### config.mk
export PLATFORM = sky130hd
export DESIGN_NAME = sim_timer
export DESIGN_NICKNAME = d
export VERILOG_FILES = /design/src/hdl/mm_ram_pkg.sv /design/src/hdl/sim_timer.sv
export SDC_FILE = /design/constraint.sdc
export NUM_CORES = 1
export LEC_CHECK = 0
export BUFFER_PORTS_ARGS = -buffer_cell sky130_fd_sc_hd__buf_2
export CORE_MARGIN = 2
export CORE_UTILIZATION = 45
export DETAILED_ROUTE_END_ITERATION = 6
export GPL_TIMING_DRIVEN = 0
export PLACE_DENSITY = 0.69
export SYNTH_ARGS = -nofsm -noshare
export SYNTH_HDL_FRONTEND = slang
export SYNTH_SLANG_ARGS = --single-unit
export TNS_END_PERCENT = 5
### constraint.sdc
create_clock -name clk_i -period 1.9 [get_ports clk_i]
set_clock_uncertainty 0.1 [all_clocks]
set_input_delay 0.38 -clock clk_i [delete_from_list [all_inputs] [get_ports clk_i]]
set_output_delay 0.38 -clock clk_i [all_outputs]
set_load 0.03 [all_outputs]
### src/hdl/mm_ram_pkg.sv
////////////////////
// shared definitions for the memory-mapped RAM model
// widths, word types, memory map and response states
////////////////////

package mm_ram_pkg;

    // RAM geometry
    localparam int RAM_ADDR_WIDTH    = 16;
    localparam int INSTR_RDATA_WIDTH = 128;
    localparam int INSTR_LINE_BYTES  = INSTR_RDATA_WIDTH / 8;

    typedef logic [31:0]                   word_t;
    typedef logic [RAM_ADDR_WIDTH-1:0]     ram_addr_t;
    typedef logic [INSTR_RDATA_WIDTH-1:0]  instr_line_t;
    typedef logic [3:0]                    byte_en_t;
    typedef logic [4:0]                    irq_id_t;

    // pseudo peripheral addresses on the data port
    localparam word_t TEST_STATUS_ADDR = 32'h2000_0000;
    localparam word_t EXIT_ADDR        = 32'h2000_0004;
    localparam word_t TIMER_MASK_ADDR  = 32'h1500_0000;
    localparam word_t TIMER_CNT_ADDR   = 32'h1500_0004;

    // values written to the test-status register
    localparam word_t TEST_PASS_VALUE = 32'd123456789;
    localparam word_t TEST_FAIL_VALUE = 32'd1;

    // interrupt line owned by the countdown timer
    localparam irq_id_t TIMER_IRQ_ID = 5'd3;

    // which response the data port owes in the next cycle
    typedef enum logic [1:0] {
        RESP_IDLE,
        RESP_PERIPH_VALID,
        RESP_RAM_VALID
    } resp_state_e;

endpackage
### src/hdl/sim_timer.sv
////////////////////
// countdown timer with masked interrupt
////////////////////

`timescale 1ns/1ns

module sim_timer (
    input  logic                clk_i,
    input  logic                rst_ni,
    input  mm_ram_pkg::word_t   wdata_i,
    input  logic                mask_we_i,
    input  logic                cnt_we_i,
    input  logic                irq_ack_i,
    input  mm_ram_pkg::irq_id_t irq_id_i,
    output logic                irq_o
);
    import mm_ram_pkg::*;

    word_t irq_mask_q;
    word_t cnt_q;
    logic  irq_q;

    assign irq_o = irq_q;

    always_ff @(posedge clk_i or negedge rst_ni) begin
        if (!rst_ni) begin
            irq_mask_q <= '0;
            cnt_q      <= '0;
            irq_q      <= 1'b0;
        end else begin
            if (mask_we_i) begin
                irq_mask_q <= wdata_i;
            end else if (cnt_we_i) begin
                cnt_q <= wdata_i;
            end else begin
                // count down, firing on the 1 -> 0 step
                if (cnt_q != '0) begin
                    cnt_q <= cnt_q - 1'b1;
                end
                if ((cnt_q == 32'd1) && irq_mask_q[TIMER_IRQ_ID]) begin
                    irq_q <= 1'b1;
                end
            end

            // ack for our own line wins over a new expiry
            if (irq_ack_i && (irq_id_i == TIMER_IRQ_ID)) begin
                irq_q <= 1'b0;
            end
        end
    end

endmodule

Word level (Yosys, flattened, before mapping)
Cells that the tools add are included.
Operators by class
  mux-type cells: 6
  $add $sub $neg: 1
  reductions and logical operators: 7
  div/mod/pow operators: 0
  equal/unequal tests: 4
  magnitude comparators: 0
  shifts and indexed selects: 0
  bitwise operators: 1
  multipliers: 0
Operators with widths (count)
  32-bit two-way mux: 2
  32-bit by 1-bit equality test with 1-bit output (second input constant): 1
  32-bit nonzero test: 1
  32-bit by 1-bit subtractor with 32-bit output (second input constant): 1
  5-bit by 2-bit equality test with 1-bit output (second input constant): 1
  1-bit two-way mux: 4
  2-bit by 1-bit inequality test with 1-bit output (second input constant): 2
  2-bit nonzero test: 2
  3-bit AND reduction: 1
  1-bit logical AND: 2
  2-bit AND reduction: 1
  1-bit NOT: 1
Storage, ports and cells
  ROM bits: 0
  word-level logic and storage cells: 22
  flip-flop bits (word level): 37
  latch bits: 0
  output and inout port bits: 1
  bits of input ports: 42
  RAM bits: 0
  memories: 0

Logic depth before layout (Yosys ltp)
  word-level depth: 6
  mapped depth: 8

Least setup slack after synthesis
OpenSTA, ideal clock, no wires.
  path kind: register to register
  from: reg cnt_q[0]
  to: reg cnt_q[24]
  slack: -159 ps
  stages on the path, launching flop included: 8
  clock period less this slack: 2059 ps
  path buffers: 1
  data required time: 1677 ps
  data arrival time: 1836 ps
  path through: dfrtp_1 > inv_1 > ha_1 > nor3b_2 > nand4_1 > o31a_1 > buf_6 > o221a_1
Between the ends
  longest elaborated chain between the ends: 3
Ends and longest elaborated chain
  from (decl): RTL line sim_timer.sv:20  | word_t cnt_q;
  from (signal assigned): RTL line sim_timer.sv:34  | cnt_q <= wdata_i;
  from (signal assigned): RTL line sim_timer.sv:38  | cnt_q <= cnt_q - 1'b1;
  32-bit by 1-bit subtractor with 32-bit output / 32-bit nonzero test (equally long branches): RTL line sim_timer.sv:38, sim_timer.sv:37
  32-bit two-way mux / 2-bit nonzero test (equally long branches)
  32-bit two-way mux / 2-bit AND reduction (equally long branches)
Several ways; a longest one is shown, not always the timed one. The select of a mux whose other input is x is not followed.
A chain may end at the register's enable or synchronous reset.

Worst setup path in the final report
Same ends and word-level chain as after synthesis.

==> impl_metrics.env <==
export IMPL_status="finished, violations left"
export IMPL_violations="negative setup slack"
export IMPL_worst_pin_slew_ps=824
export IMPL_async_reset_ff_share_pct=100
export IMPL_yosys_register_bits=34
export IMPL_stdcell_count=402
export IMPL_netlist_area_leader_share_pct=36.9
export IMPL_post_route_period_util_pct=119
export IMPL_vias=2518
export IMPL_synth_compound_area_share_pct=26.5
export IMPL_drt_initial_drc_count=333
export IMPL_maxCapViolCount=0
export IMPL_die_area_um2=5710
export IMPL_cts_tree="done"
export IMPL_vdd_drop_max_uv=430
export IMPL_io_pins=43
export IMPL_yosysSeqAreaShare_pct=36.9
export IMPL_grt_start_max_net_pins=35
export IMPL_fmax_mhz=444
export IMPL_synthTopCellsByCount="dfrtp_1, o21ai_0, nor2_1"
export IMPL_rows=26
export IMPL_hold_class="in2async"
export IMPL_firstDrtPassIters=5
export IMPL_final_setup_worst_slack_ps=-354
export IMPL_synth_avg_cell_area_um2=8.77
export IMPL_total_power_mw=2.14
export IMPL_n_fill_cell=466
export IMPL_crit_fanout=5
export IMPL_post_place_cells=375
export IMPL_initial_core_util_pct=46.0
export IMPL_post_drt_wl_per_cell_um=19.0
export IMPL_synth_area_um2=2310
export IMPL_syn2layout_area_growth_pct=31.4
export IMPL_viasPerCell=6.26
export IMPL_die_h_um=75.6
export IMPL_synth_xor_area_share_pct=0
export IMPL_critical_path_arrival_ps=2330
export IMPL_setup_tns_ps=-8510
export IMPL_clock_sinks=34
export IMPL_clk_pin_slew_ps=70
export IMPL_p_per_area_nw_per_um2=706
export IMPL_hold_ws_ps=84.6
export IMPL_synth_distinct_cells=52
export IMPL_finalSetupViolCount=32
export IMPL_drc_errors=0
export IMPL_gp_congestion=0.838
export IMPL_cp_required_ps=1970
export IMPL_critical_path_class="reg2reg"
export IMPL_htree_num_levels=2
export IMPL_ctsRootBufferMaster="clkbuf_8"
export IMPL_yosys_area_share_adder_pct=1.09
export IMPL_yosysMostFrequentCell="dfrtp_1"
export IMPL_grt_antenna_before_repair=0
export IMPL_rsz0062_at_grt="true"
export IMPL_synth_mux_area_share_pct=1.36
export IMPL_synthSimpleGateAreaFrac_pct=29.6
export IMPL_grt_pass1_vias=2328
export IMPL_synth_edff_count=0
export IMPL_clk_path_buf_depth=2
export IMPL_synthTopCellsByArea="dfrtp_1, o21ai_0, a21oi_1, nor2_1, nor4_1"
export IMPL_coreArea_um2=5010
export IMPL_start_kind="register"
export IMPL_numPortBuffers=42
export IMPL_routed_wl_um=7640
export IMPL_final_nets=377
export IMPL_dp_hpwl_um=4770
export IMPL_num_antenna_cells=0
export IMPL_max_slew_margin_pct=45.1
export IMPL_synth_top_flop_cell="dfrtp_1"
export IMPL_fin_crit_ps=2250
export IMPL_cts_buffers=5
export IMPL_report_final_slew_viol_count=0
export IMPL_die_w_um=75.6
export IMPL_ant_nets=0
export IMPL_fin_util_pct=60.5
export IMPL_synth_top_family_by_area="simple AND/OR/NAND/NOR gates"
export IMPL_hold_violations=0
export IMPL_worstSetupEndpointType="register"
export IMPL_syn_inst=263
export IMPL_yosysWarnings=0
export IMPL_grt_usage_pct=28.2
export IMPL_synth_fp_nets=307
export IMPL_hold_buffers=0
export IMPL_power_leakage_nw=1.19
export IMPL_grt_pass1_wl_um=11700
export IMPL_yosysTopAreaCell="dfrtp_1"
export IMPL_grt_overflow_total=0
export IMPL_worst_skew_pair_late_latency_ps=290
export IMPL_drive_gt1_share_pct=35.8
cell families after synthesis:
kind of cell / after synthesis
AOI/OAI and AO/OA: 95
DFF: 34
and+or+nand+nor: 110
muxes: 3
adders and majority gates: 2
buffers and inverters: 19
final timing paths:
path | from | end | slack, ps | depth (start not counted)
max | cnt_q[0] | cnt_q[24] | -350 | 8
min | rst_ni | cnt_q[19] | 80 | 1
max reg2reg | cnt_q[0] | cnt_q[24] | -350 | 8
min reg2reg | irq_o | irq_o | 410 | 1
max in group asynchronous | rst_ni | cnt_q[0] | 1040 | 1
min in group clk_i | wdata_i[20] | cnt_q[20] | 190 | 3
layout by cell type (no fill, tap or decap), types with 3 or more instances in the layout:
| master | n |
|---|---|
| nor4b_1 | 3 |
| o21ai_2 | 10 |
| dfrtp_2 | 3 |
| o21ai_1 | 5 |
| a32o_1 | 3 |
| nand2_1 | 13 |
| dfrtp_1 | 31 |
| or4_1 | 5 |
| nand3b_1 | 3 |
| o2bb2ai_1 | 3 |
| and4_1 | 3 |
| buf_6 | 6 |
| buf_4 | 15 |
| a21oi_1 | 18 |
| or3_1 | 3 |
| nor3_1 | 9 |
| a21oi_2 | 3 |
| nand4_1 | 4 |
| nor4_1 | 10 |
| o21ai_0 | 20 |
| nor4_4 | 4 |
| nor2_1 | 24 |
| a32oi_1 | 5 |
| a31oi_1 | 7 |
| buf_2 | 44 |
| clkbuf_1 | 8 |
| a22oi_1 | 5 |
| clkbuf_8 | 6 |
| nand3_1 | 12 |
layout make-up:
| type | instances | area, um^2 | share of cell area (%) |
|---|---|---|---|
| timing repair buffer | 63 | 435 | 14.4 |
| clock buffer | 6 | 82.6 | 2.73 |
| inverter | 4 | 15.0 | 0.495 |
| tap | 70 | 87.6 | 2.89 |
| sequential | 34 | 855 | 28.2 |
| multi-input combinational | 210 | 1460 | 48.0 |
| buffer | 15 | 100 | 3.30 |
critical path: stages, from the launching register on:
cell and delay (ps):
dfrtp_2 440, inv_2 90, ha_4 140, nor3b_4 240, nand4_1 180, buf_4 200, o31a_1 330, buf_6 180
o221a_1 230
stage by stage:
step	area, um^2	setup WS [ps]
after floorplan	2320	-129
after global placement	2620	-472
after detailed placement	2620	-488
after CTS	2970	-244
after global routing	3030	-416
final	3030	-354
what timing repair did:
action	4_1_cts	5_1_grt
gates resized for setup	26	13
cloned	3	0
buffers inserted	17	1
pin swaps	17	5
setup endpoints to repair	32	32
sequential cells by signal, summed over array words and instances (netlist names):
| name | cells |
|---|---|
| cnt_q | 32 |
| irq_mask_q | 1 |
| irq_o | 1 |
power by group:
group | leakage [nW] | switching (mW) | internal, mW | total (mW)
logic | 0.733 | 0.322 | 0.283 | 0.605
clock network | 0.0431 | 0.274 | 0.280 | 0.554
registers | 0.410 | 0.159 | 0.823 | 0.982
metal layers:
metal	track usage [%]	part of all wire [%]
met1	38.6	41
met2	43.9	48
met3	6.35	9.0
met4	10.5	2.4
met5	0	0
Note: power is estimated with default switching activity, not from simulation.
