===== src/hdl/mm_ram_pkg.sv =====
////////////////////
// shared definitions for the memory-mapped RAM model
// widths, word types, memory map and response states
////////////////////

package mm_ram_pkg;

    // RAM geometry
    localparam int RAM_ADDR_WIDTH    = 16;
    localparam int INSTR_RDATA_WIDTH = 128;
    localparam int INSTR_LINE_BYTES  = INSTR_RDATA_WIDTH / 8;

    typedef logic [31:0]                   word_t;
    typedef logic [RAM_ADDR_WIDTH-1:0]     ram_addr_t;
    typedef logic [INSTR_RDATA_WIDTH-1:0]  instr_line_t;
    typedef logic [3:0]                    byte_en_t;
    typedef logic [4:0]                    irq_id_t;

    // pseudo peripheral addresses on the data port
    localparam word_t TEST_STATUS_ADDR = 32'h2000_0000;
    localparam word_t EXIT_ADDR        = 32'h2000_0004;
    localparam word_t TIMER_MASK_ADDR  = 32'h1500_0000;
    localparam word_t TIMER_CNT_ADDR   = 32'h1500_0004;

    // values written to the test-status register
    localparam word_t TEST_PASS_VALUE = 32'd123456789;
    localparam word_t TEST_FAIL_VALUE = 32'd1;

    // interrupt line owned by the countdown timer
    localparam irq_id_t TIMER_IRQ_ID = 5'd3;

    // which response the data port owes in the next cycle
    typedef enum logic [1:0] {
        RESP_IDLE,
        RESP_PERIPH_VALID,
        RESP_RAM_VALID
    } resp_state_e;

endpackage

===== src/hdl/mem_bus_ctrl.sv =====
////////////////////
// data-port decode against the memory map
// grant, rvalid, read mux and status/exit strobes
////////////////////

`timescale 1ns/1ns

module mem_bus_ctrl (
    input  logic                  clk_i,
    input  logic                  rst_ni,

    input  logic                  data_req_i,
    input  logic                  data_we_i,
    input  mm_ram_pkg::word_t     data_addr_i,
    input  mm_ram_pkg::byte_en_t  data_be_i,
    input  mm_ram_pkg::word_t     data_wdata_i,
    output mm_ram_pkg::word_t     data_rdata_o,
    output logic                  data_rvalid_o,
    output logic                  data_gnt_o,

    output logic                  ram_req_o,
    output logic                  ram_we_o,
    output mm_ram_pkg::ram_addr_t ram_addr_o,
    output mm_ram_pkg::byte_en_t  ram_be_o,
    output mm_ram_pkg::word_t     ram_wdata_o,
    input  mm_ram_pkg::word_t     ram_rdata_i,
    input  logic                  ram_rvalid_i,

    output mm_ram_pkg::word_t     timer_wdata_o,
    output logic                  timer_mask_we_o,
    output logic                  timer_cnt_we_o,

    output logic                  tests_passed_o,
    output logic                  tests_failed_o,
    output logic                  exit_valid_o,
    output mm_ram_pkg::word_t     exit_value_o
);
    import mm_ram_pkg::*;

    resp_state_e resp_state_d;
    resp_state_e resp_state_q;

    logic addr_in_ram;
    logic periph_wr;

    // everything below 2^RAM_ADDR_WIDTH belongs to the RAM
    assign addr_in_ram = (data_addr_i[31:RAM_ADDR_WIDTH] == '0);

    // a write that is not aimed at the RAM
    assign periph_wr = data_req_i && data_we_i && !addr_in_ram;

    // every region accepts at once
    assign data_gnt_o = data_req_i;

    assign ram_req_o   = data_req_i && addr_in_ram;
    assign ram_we_o    = data_we_i;
    assign ram_addr_o  = {data_addr_i[RAM_ADDR_WIDTH-1:2], 2'b00};
    assign ram_be_o    = data_be_i;
    assign ram_wdata_o = data_wdata_i;

    assign timer_wdata_o   = data_wdata_i;
    assign timer_mask_we_o = periph_wr && (data_addr_i == TIMER_MASK_ADDR);
    assign timer_cnt_we_o  = periph_wr && (data_addr_i == TIMER_CNT_ADDR);

    // test status only reacts to the two magic values
    always_comb begin
        tests_passed_o = 1'b0;
        tests_failed_o = 1'b0;
        if (periph_wr && (data_addr_i == TEST_STATUS_ADDR)) begin
            tests_passed_o = (data_wdata_i == TEST_PASS_VALUE);
            tests_failed_o = (data_wdata_i == TEST_FAIL_VALUE);
        end
    end

    assign exit_valid_o = periph_wr && (data_addr_i == EXIT_ADDR);
    assign exit_value_o = exit_valid_o ? data_wdata_i : '0;

    // response owed next cycle, unmapped accesses answer like peripherals
    always_comb begin
        resp_state_d = RESP_IDLE;
        if (data_req_i) begin
            if (addr_in_ram) begin
                resp_state_d = RESP_RAM_VALID;
            end else begin
                resp_state_d = RESP_PERIPH_VALID;
            end
        end
    end

    always_ff @(posedge clk_i or negedge rst_ni) begin
        if (!rst_ni) begin
            resp_state_q <= RESP_IDLE;
        end else begin
            resp_state_q <= resp_state_d;
        end
    end

    // peripherals and holes read as zero
    always_comb begin
        data_rvalid_o = 1'b0;
        data_rdata_o  = '0;
        case (resp_state_q)
            RESP_PERIPH_VALID: begin
                data_rvalid_o = 1'b1;
            end
            RESP_RAM_VALID: begin
                data_rvalid_o = ram_rvalid_i;
                data_rdata_o  = ram_rdata_i;
            end
            default: begin
                data_rvalid_o = 1'b0;
            end
        endcase
    end

endmodule


===== config.mk =====
export PLATFORM = sky130hd
export DESIGN_NAME = mem_bus_ctrl
export DESIGN_NICKNAME = d
export VERILOG_FILES = /design/src/hdl/mm_ram_pkg.sv /design/src/hdl/mem_bus_ctrl.sv
export SDC_FILE = /design/constraint.sdc
export NUM_CORES = 1
export LEC_CHECK = 0
export ABC_AREA = 1
export BUFFER_PORTS_ARGS = -buffer_cell sky130_fd_sc_hd__buf_2
export CAP_MARGIN = 15
export CORE_AREA = 2 2 102 104
export DETAILED_ROUTE_END_ITERATION = 10
export DIE_AREA = 0 0 104 106
export PLACE_DENSITY_LB_ADDON = 0.2
export SLEW_MARGIN = 20
export SYNTH_ARGS = -nofsm -noshare
export SYNTH_HDL_FRONTEND = slang
export SYNTH_SLANG_ARGS = --single-unit

===== constraint.sdc =====
create_clock -name clk_i -period 1.4 [get_ports clk_i]
set_clock_uncertainty 0.1 [all_clocks]
set_input_delay 0.07 -clock clk_i [delete_from_list [all_inputs] [get_ports clk_i]]
set_output_delay 0.07 -clock clk_i [all_outputs]
set_load 0.05 [all_outputs]

* Yosys cells after proc, flatten, opt, wreduce, memory -nomap -nowiden
Cells that the tools add are included.
** Operators by class
- Eq/ne operators :: 8
- Mux-type cells :: 7
- Reduce and logical (&&, ||, !) cells :: 9
** Operators with widths (number)
- == test 32 x 29 -> 1 bit (second input constant) :: 2
- == test 32 x 30 -> 1 bit (second input constant) :: 2
- 2-to-1 mux 32 bit :: 2
- == test 32 x 1 -> 1 bit (second input constant) :: 1
- == test 32 x 27 -> 1 bit (second input constant) :: 1
- logical NOT 16 bit :: 1
- logical AND 1 bit :: 7
- 2-to-1 mux 2 bit :: 2
- == test 2 x 1 -> 1 bit (second input constant) :: 1
- == test 2 bit (second input constant) :: 1
- 2-to-1 mux 1 bit :: 2
- one-hot mux 1 bit (2 select lines) :: 1
- logical NOT 1 bit :: 1
** Word-level totals
- Bits in registers :: 2
- Word-level logic and storage cells :: 25
- Output and inout bits :: 157

* Longest topological paths before layout
Gate-level depths: netlist of run 1.
- Depth after elaboration :: 5
- Depth in mapped cells :: 9

* Least setup slack after synthesis of run 1
No wires, ideal clock.
- Path type :: reg2out
- Start point :: register resp_state_q[0]
- End point :: output data_rvalid_o
- Stages on the path, launching flop included :: 6
- Path slack :: -0.212 ns
- Data arrival time :: 1.442 ns
- Required time :: 1.230 ns
- Cell sequence :: dfrtp_1 -> inv_1 -> ha_1 -> clkbuf_1 -> a21oi_1 -> nor2_1
** On the way
- Longest elaborated chain between the ends :: 2
- Elaborated cells between the ends (all ways) :: 3
- Classes of those cells :: 2 x eq/ne; 1 x mux
** Ends and longest elaborated chain
- from (decl) :: RTL line mem_bus_ctrl.sv:41 : resp_state_e resp_state_q;
- from (signal assigned) :: RTL line mem_bus_ctrl.sv:94 : resp_state_q <= resp_state_d;
- == test 2 bit / == test 2 x 1 -> 1 bit (equally long branches) :: RTL line mem_bus_ctrl.sv:102 : case (resp_state_q)
- one-hot mux 1 bit (2 select lines) (*) :: RTL line mem_bus_ctrl.sv:102
- to (decl) :: RTL line mem_bus_ctrl.sv:18 : output logic data_rvalid_o,
Every way passes the cells marked *; elsewhere a longest branch is shown, timed or not.

* Worst setup path in the final report of run 1
- Start point :: register resp_state_q[0]
- End point :: output data_rdata_o[19]
** On the way
- Longest elaborated chain between the ends :: 2
** Ends and longest elaborated chain
- == test 2 bit :: RTL line mem_bus_ctrl.sv:102
- 2-to-1 mux 32 bit :: RTL line mem_bus_ctrl.sv:102
- to (decl) :: RTL line mem_bus_ctrl.sv:17 : output mm_ram_pkg::word_t data_rdata_o,
Every way passes these cells.

==> qor.csv, run 1 <==
stage,metric,value,unit
pwr,combPwrFrac,77.2,%
critical_path,cp-end-kind,output port,
floorplanning,core_area,0.01000,mm²
drt,wl_per_cell,11.18,µm
sta,min_period_over_period,107.2,%
layout,drive_above_1_share,77.54,%
yosys,synth-adder-area-share,1.417,%
clock_tree,htreeDepth,1,
yosys,synthTopCellsByArea,"buf_4 37%, inv_1 15%, nand2_1 13%, nor2_1 11%, nor2_2 9.2%",
pwr,power.density,314.7,mW/mm²
yosys,synth_seq_cells,2,
sta,setup-violations-final,65,
sta,finalCriticalPeriod,1.501,ns
floorplanning,die-area,0.01102,mm²
run,cap_violations,0,
drt,vias,2491,
yosys,synth_top_family_by_area,buffers and inverters,
yosys,synth.area.mux_share,0,%
worst_hold_path,hold_path_depth,0,
critical_path,crit_fanout,16,
floorplanning,io_pins,262,
critical_path,slowest_delay,0.37,ns
critical_path,path_delay_family,buffers and inverters,
status,violations,setup timing,
pwr,irDropWorstVdd,0.1438,mV
grt,grt_pass1_wl,11160,µm
pwr,p_sw_share,58.18,%
critical_path,required,1.23,ns
yosys,synth.largest_area_cell,buf_4,
yosys,synth_area,0.001765,mm²
layout,final_cells,657,
pwr,p_sw,725.4,µW
critical_path,critPathKind,reg -> out,
pwr,clock_power_share,17.9,%
yosys,synth_cells,329,
floorplanning,die_h,106,µm
placement,io_buffers,251,
pwr,p_leak,1.905,nW
sta,fmax,666.1,MHz
layout,postLayoutCoreUtil,39.63,%
floorplanning,core.rowCount,37,
yosys,ys_types,17,
drt,drt-pass1-iter-count,4,
floorplanning,start_util,17.66,%
grt,grt_overflow,0,
critical_path,critPathMostFrequentCell,inv_2,
drt,wl,7343,µm
layout,top_register,resp_state_q,
critical_path,cp_cell_sequence,inv_2 -> ha_4 -> buf_16 -> nand2_1 -> inv_2 -> buf_8,
critical_path,cp-start-kind,flop,
layout,antenna_cells,0,
critical_path,cp_num_buf_inv,4,
yosys,synth_common_cells,"86 x buf_4, 71 x inv_1, 61 x nand2_1, 52 x nor2_1, 26 x nor2_2",
clock_tree,cts_sinks,2,
yosys,synth_simple_gate_area_share,40.26,%
clock_tree,clk_pin_slew,0.03,ns
clock_tree,clockBufferDepth,2,
layout,largest_reg_flops,2,
grt,grt_max_degree,17,
placement,gp_congestion,0.7451,
grt,antenna_found_initial,0,
yosys,synth_seq_area_share,2.835,%
yosys,synth_edf_count,0,
yosys,synth_compound_area_share,0.8505,%
worst_hold_path,min_from,data_be_i[1],
grt,grt_usage,12.21,%
sta,holdWs,0.04011,ns
yosys,yosys_most_used_dff,dfrtp_1,
placement,hpwl,5867,µm
placement,numPlacedInstances,648,
yosys,synth_xor_area_share,0,%
sta,hold_viol_final,0,
drt,drc,0,
drt,postRouteAntennaNets,0,
pwr,power,1.247,mW
clock_tree,cts_made_buffers,3,
grt,first_global_vias,2418,
drt,drt-initial-drc-count,71,
placement,dp_slack,-0.2462,ns
floorplanning,fp.dieW,104,µm
pwr,p_int,521.4,µW
sta,maxSlewViolCount,0,
clock_tree,ctsRootBufferMaster,clkbuf_8,
sta,fin_ws,-0.1013,ns
worst_hold_path,min_to,ram_be_o[1],
yosys,async_reset_ff_share,100.0,%
layout,fin_nets,630,
sta,rsz0062_at_grt,true,
status,status,finished with violations,
drt,viasPerCell,3.791,
yosys,synth.most_common_cell,buf_4,
layout,largest_registers,resp_state_q (2),
critical_path,cp_slowest_cell,dfrtp_1,
pwr,sequentialPowerShare,4.9,%
yosys,postSynthAreaPerCell,5.366,µm²
yosys,synth_top_area_share,36.57,%
yosys,yosysWarnings,0,
critical_path,cp_data_arrival_time,1.33,ns
worst_hold_path,hp-class,in -> out,
layout,area_delta_synth_final,124.5,%
clock_tree,cts_tree,yes,
==> area by class of cell <==
type                            count  area, µm²
Timing Repair Buffer              281       2190
Multi-Input combinational cell    164       1130
Fill cell                        1047       6037
Inverter                           71      381.6
Sequential cell                     2      50.05
Tap cell                          136      170.2
Clock buffer                        3      41.29
==> metrics by stage <==
| step | cell area [µm²] | setup TNS, ns |
|---|---|---|
| floorplan | 2023 | -2.297 |
| global placement | 2964 | -7.300 |
| detailed placement | 2964 | -8.036 |
| CTS | 3721 | -4.461 |
| global route | 3963 | -8.308 |
| finish | 3963 | -3.477 |
==> worst max-delay path by stage <==
| stage | start | to | slack [ns] | cells after the start |
|---|---|---|---|---|
| CTS | resp_state_q[1]$_DFF_PN0_ | data_rdata_o[5] | -0.12 | 5 |
| global route | resp_state_q[0]$_DFF_PN0_ | data_rdata_o[19] | -0.16 | 6 |
| floorplan | data_addr_i[23] | exit_value_o[23] | -0.12 | 7 |
| finish | resp_state_q[0]$_DFF_PN0_ | data_rdata_o[19] | -0.10 | 6 |
| global placement | data_addr_i[23] | exit_value_o[24] | -0.23 | 10 |
| detailed placement | data_addr_i[23] | exit_value_o[23] | -0.25 | 10 |
==> logic make-up (layout without fill, tap and decap cells) <==
| kind of cell | after synthesis | after routing |
|---|---|---|
| AOI/OAI and AO/OA | 3 | 3 |
| other | 1 | 2 |
| and+or+nand+nor | 157 | 157 |
| adders and majority gates | 2 | 2 |
| DFF | 2 | 2 |
| buffers and inverters | 164 | 355 |
==> power by group through the flow <==
stage	clock network, mW	logic [mW]	registers, mW
final	0.223	0.963	0.0607
after detailed placement	0	0.891	0.0610
after global placement	0	0.887	0.0610
after CTS	0.230	0.927	0.0608
after floorplan	0	0.758	0.0610
after global routing	0.247	1.01	0.0608
==> per-layer routing <==
metal	share of wire, %	track usage, %
met5	0	0
met4	0.68	2.124
met3	9.1	3.433
met1	34	11.87
met2	56	25.47
==> placed cells by master, fill, tap and decap left out, types with 2 or more instances in the layout <==
cell and instances:
buf_2 163, nor2_1 31, buf_12 2, nor2_4 41, conb_1 2, inv_2 3
nor2_2 10, buf_8 18, clkbuf_8 3, nand2_4 2, nand4_1 4, clkinvlp_4 30
buf_16 2, nand2_2 28, buf_4 19, inv_1 37, buf_6 76, nor3_1 6
dfrtp_1 2, nand2_1 31
==> timing repair <==
item / 4_1_cts / 5_1_grt
hold endpoints to repair: 2 / 0
setup buffers: 1 / 2
pin swaps: 8 / 22
setup endpoints to repair: 68 / 71
gates cloned: 2 / 0
resized for setup: 194 / 68
hold buffers: 1 / 0
Power figures use the tool's default switching activity.
==> run 2: changes to the inputs <==
--- a/config.mk
+++ b/config.mk
@@ -12,6 +12,7 @@
 export DETAILED_ROUTE_END_ITERATION = 10
 export DIE_AREA = 0 0 104 106
 export PLACE_DENSITY_LB_ADDON = 0.2
+export SETUP_SLACK_MARGIN = 0.15
 export SLEW_MARGIN = 20
 export SYNTH_ARGS = -nofsm -noshare
 export SYNTH_HDL_FRONTEND = slang
==> qor.csv, run 2 (synthesis gave the netlist of run 1 again) <==
stage,metric,value,unit,change
grt,antenna_found_initial,0,,unchanged
clock_tree,cts_sinks,2,,unchanged
sta,rsz0062_at_grt,true,,
pwr,irDropWorstVdd,0.1736,mV,+21%
drt,wl,7731,µm,+5.3%
layout,drive_above_1_share,82.10,%,+4.6 points
layout,final_common_cell,buf_2,,
drt,drc,0,,unchanged
critical_path,critPathKind,reg -> out,,
drt,postRouteAntennaNets,0,,unchanged
floorplanning,fp.dieW,104,µm,unchanged
critical_path,cp_cell_sequence,ha_4 -> buf_12 -> buf_12 -> nand2_4 -> clkinvlp_4 -> buf_8,,
clock_tree,cts_tree,yes,,
drt,viasPerCell,3.778,,-0.37%
pwr,p_leak,2.296,nW,+21%
critical_path,critPathMostFrequentCell,buf_12,,
critical_path,crit_fanout,7,,-9
critical_path,slowest_delay,0.40,ns,+0.03 ns
critical_path,cp_slowest_cell,dfrtp_1,,
floorplanning,io_pins,262,,unchanged
drt,vias,2497,,+0.24%
sta,maxSlewViolCount,0,,unchanged
clock_tree,cts_made_buffers,3,,unchanged
placement,gp_congestion,0.7214,,-3.2%
critical_path,cp_data_arrival_time,1.39,ns,+0.06 ns
drt,drt-pass1-iter-count,4,,unchanged
drt,drt-initial-drc-count,40,,-44%
clock_tree,htreeDepth,1,,unchanged
placement,hpwl,5764,µm,-1.7%
layout,largest_registers,resp_state_q (2),,
grt,grt_pass1_wl,11610,µm,+4.0%
placement,dp_slack,-0.1393,ns,+0.1070 ns
grt,grt_overflow,0,,unchanged
sta,fin_ws,-0.1600,ns,-0.05869 ns
layout,top_register,resp_state_q,,
status,violations,setup timing,,
sta,setup-tns-final,-6.699,ns,-3.222 ns
sta,fmax,641.0,MHz,-3.8%
layout,final_cell_mix,"159 x buf_2, 69 x buf_6, 50 x nor2_4, 36 x inv_1, 35 x nand2_4",,
pwr,power,1.286,mW,+3.2%
layout,largest_reg_flops,2,,unchanged
layout,postLayoutCoreUtil,44.46,%,+4.8 points
clock_tree,ctsRootBufferMaster,clkbuf_8,,
layout,area_delta_synth_final,151.8,%,
layout,antenna_cells,0,,unchanged
floorplanning,die_h,106,µm,unchanged
grt,grt_usage,12.80,%,+0.60 points
sta,min_period_over_period,111.4,%,+4.2 points
drt,wl_per_cell,11.70,µm,+4.6%
sta,setup-violations-final,66,,+1.5%
sta,hold_viol_final,0,,unchanged
floorplanning,die-area,0.01102,mm²,unchanged
placement,io_buffers,251,,unchanged
critical_path,required,1.23,ns,about the same
pwr,power.density,289.4,mW/mm²,-8.0%
layout,fin_nets,634,,+0.63%
run,cap_violations,0,,unchanged
grt,grt_max_degree,12,,-5
grt,first_global_vias,2386,,-1.3%
clock_tree,clk_pin_slew,0.03,ns,about the same
sta,holdWs,0.04002,ns,-0.00008660 ns
status,status,finished with violations,,
clock_tree,clockBufferDepth,2,,unchanged
floorplanning,start_util,17.66,%,unchanged
worst_hold_path,hp-class,in -> out,,
floorplanning,core_area,0.01000,mm²,unchanged
sta,finalCriticalPeriod,1.560,ns,+0.05869 ns
critical_path,cp-start-kind,flop,,
floorplanning,core.rowCount,37,,unchanged
critical_path,cp-end-kind,output port,,
-- run 2: cell types whose count changed in the layout (fill, tap and decap cells not counted), sizes merged --
cell      change
inv           -1
buf           +3
clkbuf        +1
clkinvlp      +1
-- run 2: through the flow --
stage	std cells	cell area, µm²
final	661	4446
after global routing	661	4446
after detailed placement	639	3055
after global placement	639	3055
after CTS	657	4059
after floorplan	330	2238
-- run 2: critical path: cells and delay by family, from the launching register on --
family	cells	cell delay, ns
buffers and inverters	4	0.50
adders and majority gates	1	0.20
and+or+nand+nor	1	0.06
DFF	1	0.40
-- run 2: per-layer routing --
| metal | wire length [µm] | global-route usage, % | up-vias | part of all wire [%] |
|---|---|---|---|---|
| met5 | 0 | 0 | - | 0 |
| met4 | 52 | 2.703 | 0 | 0.67 |
| met3 | 637 | 2.636 | 4 | 8.2 |
| met2 | 4418 | 26.41 | 152 | 57 |
| met1 | 2623 | 13.09 | 1098 | 34 |
| li1 | - | - | 1243 | - |
-- run 2: final timing paths --
| kind | startpoint | end | cells past startpoint |
|---|---|---|---|
| max | resp_state_q[1]$_DFF_PN0_ | data_rdata_o[25] | 6 |
| min | data_be_i[0] | ram_be_o[0] | 0 |
| max in group asynchronous | rst_ni | resp_state_q[0]$_DFF_PN0_ | 2 |
| min in group asynchronous | rst_ni | resp_state_q[1]$_DFF_PN0_ | 2 |
-- run 2: cell type report --
type,instances,area [µm²]
well taps,136,170.2
inverters,71,385.4
repair buffers,285,2409
multi-input cells,164,1390
flip-flops and latches,2,50.05
clock buffers,3,41.29
fillers,997,5554
-- run 2: what timing repair did --
action	in CTS	in global routing
pin swaps	19	25
buffers inserted	9	3
gates cloned	5	1
hold buffers	1	0
endpoints found under the hold margin	2	0
setup endpoints to repair	71	71
resized for setup	210	85
-- run 2: power breakdown --
group | leakage [nW] | switching (mW) | internal, mW
logic | 2.25 | 0.713 | 0.285
registers | 0.0256 | 0.00110 | 0.0598
clock network | 0.0216 | 0.0457 | 0.182
total | 2.30 | 0.760 | 0.527
==> run 3: changes to the inputs <==
--- a/config.mk
+++ b/config.mk
@@ -6,13 +6,14 @@
 export NUM_CORES = 1
 export LEC_CHECK = 0
 export ABC_AREA = 1
-export BUFFER_PORTS_ARGS = -buffer_cell sky130_fd_sc_hd__buf_2
 export CAP_MARGIN = 15
-export CORE_AREA = 2 2 102 104
+export CORE_AREA = 2 2 101 103
 export DETAILED_ROUTE_END_ITERATION = 10
-export DIE_AREA = 0 0 104 106
+export DIE_AREA = 0 0 103 105
+export DONT_BUFFER_PORTS = 1
 export PLACE_DENSITY_LB_ADDON = 0.2
 export SETUP_SLACK_MARGIN = 0.15
+export SKIP_CTS_REPAIR_TIMING = 1
 export SLEW_MARGIN = 20
 export SYNTH_ARGS = -nofsm -noshare
 export SYNTH_HDL_FRONTEND = slang
==> qor.csv, run 3 (synthesis gave the netlist of run 1 again) <==
stage,metric,value,unit,change
clock_tree,clockBufferDepth,2,,unchanged
floorplanning,io_pins,262,,unchanged
pwr,power,434.4,µW,-66%
clock_tree,cts_made_buffers,3,,unchanged
critical_path,cp_data_arrival_time,1.39,ns,about the same
critical_path,cp-end-kind,output port,,
drt,wl_per_cell,13.60,µm,+16%
placement,gp_congestion,0.7713,,+6.9%
drt,postRouteAntennaNets,0,,unchanged
grt,grt_max_degree,22,,+10
critical_path,required,1.23,ns,about the same
layout,largest_reg_flops,2,,unchanged
sta,min_period_over_period,111.4,%,about the same
clock_tree,ctsRootBufferMaster,clkbuf_8,,
status,status,finished with violations,,
drt,drc,0,,unchanged
grt,grt_pass1_wl,7389,µm,-36%
drt,viasPerCell,3.920,,+3.8%
sta,fmax,641.4,MHz,about the same
floorplanning,die-area,0.01082,mm²,-1.9%
critical_path,critPathKind,reg -> out,,
sta,setup-tns-final,-4.342,ns,+2.356 ns
layout,drive_above_1_share,65.23,%,-17 points
sta,fin_ws,-0.1591,ns,+0.0009050 ns
sta,maxSlewViolCount,0,,unchanged
layout,multiInputGateArea,0.001305,mm²,-6.1%
floorplanning,start_util,18.32,%,+0.66 points
grt,grt_overflow,0,,unchanged
sta,finalCriticalPeriod,1.559,ns,-0.0009050 ns
layout,antenna_cells,0,,unchanged
layout,fin_nets,411,,-35%
grt,first_global_vias,1611,,-32%
grt,antenna_found_initial,0,,unchanged
clock_tree,clk_pin_slew,0.03,ns,about the same
grt,grt_usage,8.632,%,-4.2 points
drt,drt-initial-drc-count,34,,-15%
placement,numPlacedInstances,421,,-34%
drt,vias,1705,,-32%
floorplanning,core_area,0.009639,mm²,-3.6%
layout,area_delta_synth_final,61.37,%,
floorplanning,die_h,105,µm,-0.94%
layout,final_cells,435,,-34%
layout,final_cell_mix,"42 x nor2_4, 35 x inv_1, 32 x clkinvlp_4, 31 x nand2_4, 28 x nor2_1",,
status,violations,setup timing,,
sta,hold_viol_final,0,,unchanged
pwr,irDropWorstVdd,0.1967,mV,+13%
layout,largest_registers,resp_state_q (2),,
critical_path,crit_fanout,5,,-2
clock_tree,cts_tree,yes,,
layout,top_register,resp_state_q,,
sta,rsz0062_at_grt,true,,
layout,regArea,50.05,µm²,unchanged
pwr,power.density,152.5,mW/mm²,-47%
run,cap_violations,0,,unchanged
floorplanning,core.rowCount,36,,-2.7%
worst_hold_path,hp-class,in -> async,,
critical_path,cp-start-kind,flop,,
layout,filler_cell_count,1053,,+5.6%
drt,drt-pass1-iter-count,4,,unchanged
placement,io_buffers,0,,-100%
drt,wl,5918,µm,-23%
clock_tree,htreeDepth,1,,unchanged
layout,final_common_cell,nor2_4,,
sta,setup-violations-final,33,,-50%
placement,hpwl,4659,µm,-19%
pwr,p_leak,1.221,nW,-47%
floorplanning,fp.dieW,103,µm,-0.96%
clock_tree,cts_sinks,2,,unchanged
run 3: layout make-up:
cell class,instances,area share (%)
multi-input combinational,164,45.81
timing repair buffer,62,31.58
sequential,2,1.757
inverter,71,13.57
tap,133,5.841
clock buffer,3,1.449
run 3: worst max-delay path by stage:
stage | startpoint | to | slack [ns]
floorplan | data_addr_i[17] | exit_value_o[19] | -0.03
CTS | resp_state_q[0]$_DFF_PN0_ | data_rdata_o[2] | -0.18
global placement | data_addr_i[23] | exit_value_o[24] | 0.05
global route | resp_state_q[1]$_DFF_PN0_ | data_rdata_o[9] | -0.20
detailed placement | data_addr_i[23] | exit_value_o[24] | 0.04
finish | resp_state_q[1]$_DFF_PN0_ | data_rdata_o[9] | -0.16
run 3: routing by layer:
| layer | vias up | wire, µm | track usage [%] |
|---|---|---|---|
| met5 | - | 0 | 0 |
| met4 | 0 | 38 | 1.880 |
| met3 | 6 | 822 | 2.140 |
| met2 | 157 | 3347 | 18.32 |
| met1 | 748 | 1709 | 7.702 |
| li1 | 794 | - | - |
run 3: critical path, stage by stage, from the launching register on:
cell	delay [ns]
dfrtp_1	0.39
ha_4	0.19
buf_12	0.14
clkbuf_16	0.16
nand2_4	0.06
clkinvlp_4	0.23
run 3: through the flow:
| step | util, % | setup WS, ns | hold WS, ns | cell area, µm² |
|---|---|---|---|---|
| CTS | 23.16 | -0.1813 | -0.5456 | 2232 |
| global placement | 22.73 | 0.05264 | -0.3255 | 2191 |
| finish | 29.56 | -0.1591 | 0.008413 | 2849 |
| global route | 29.56 | -0.1999 | 0.01758 | 2849 |
| detailed placement | 22.73 | 0.03546 | -0.3255 | 2191 |
| floorplan | - | -0.02566 | -0.3256 | 2238 |
run 3: power by group:
| part | leakage [nW] | total (mW) | switching [mW] | internal [mW] |
|---|---|---|---|---|
| registers | 0.0256 | 0.0607 | 0.000891 | 0.0598 |
| clock network | 0.0216 | 0.221 | 0.0393 | 0.181 |
| logic | 1.17 | 0.153 | 0.0979 | 0.0552 |
| total | 1.22 | 0.434 | 0.138 | 0.296 |
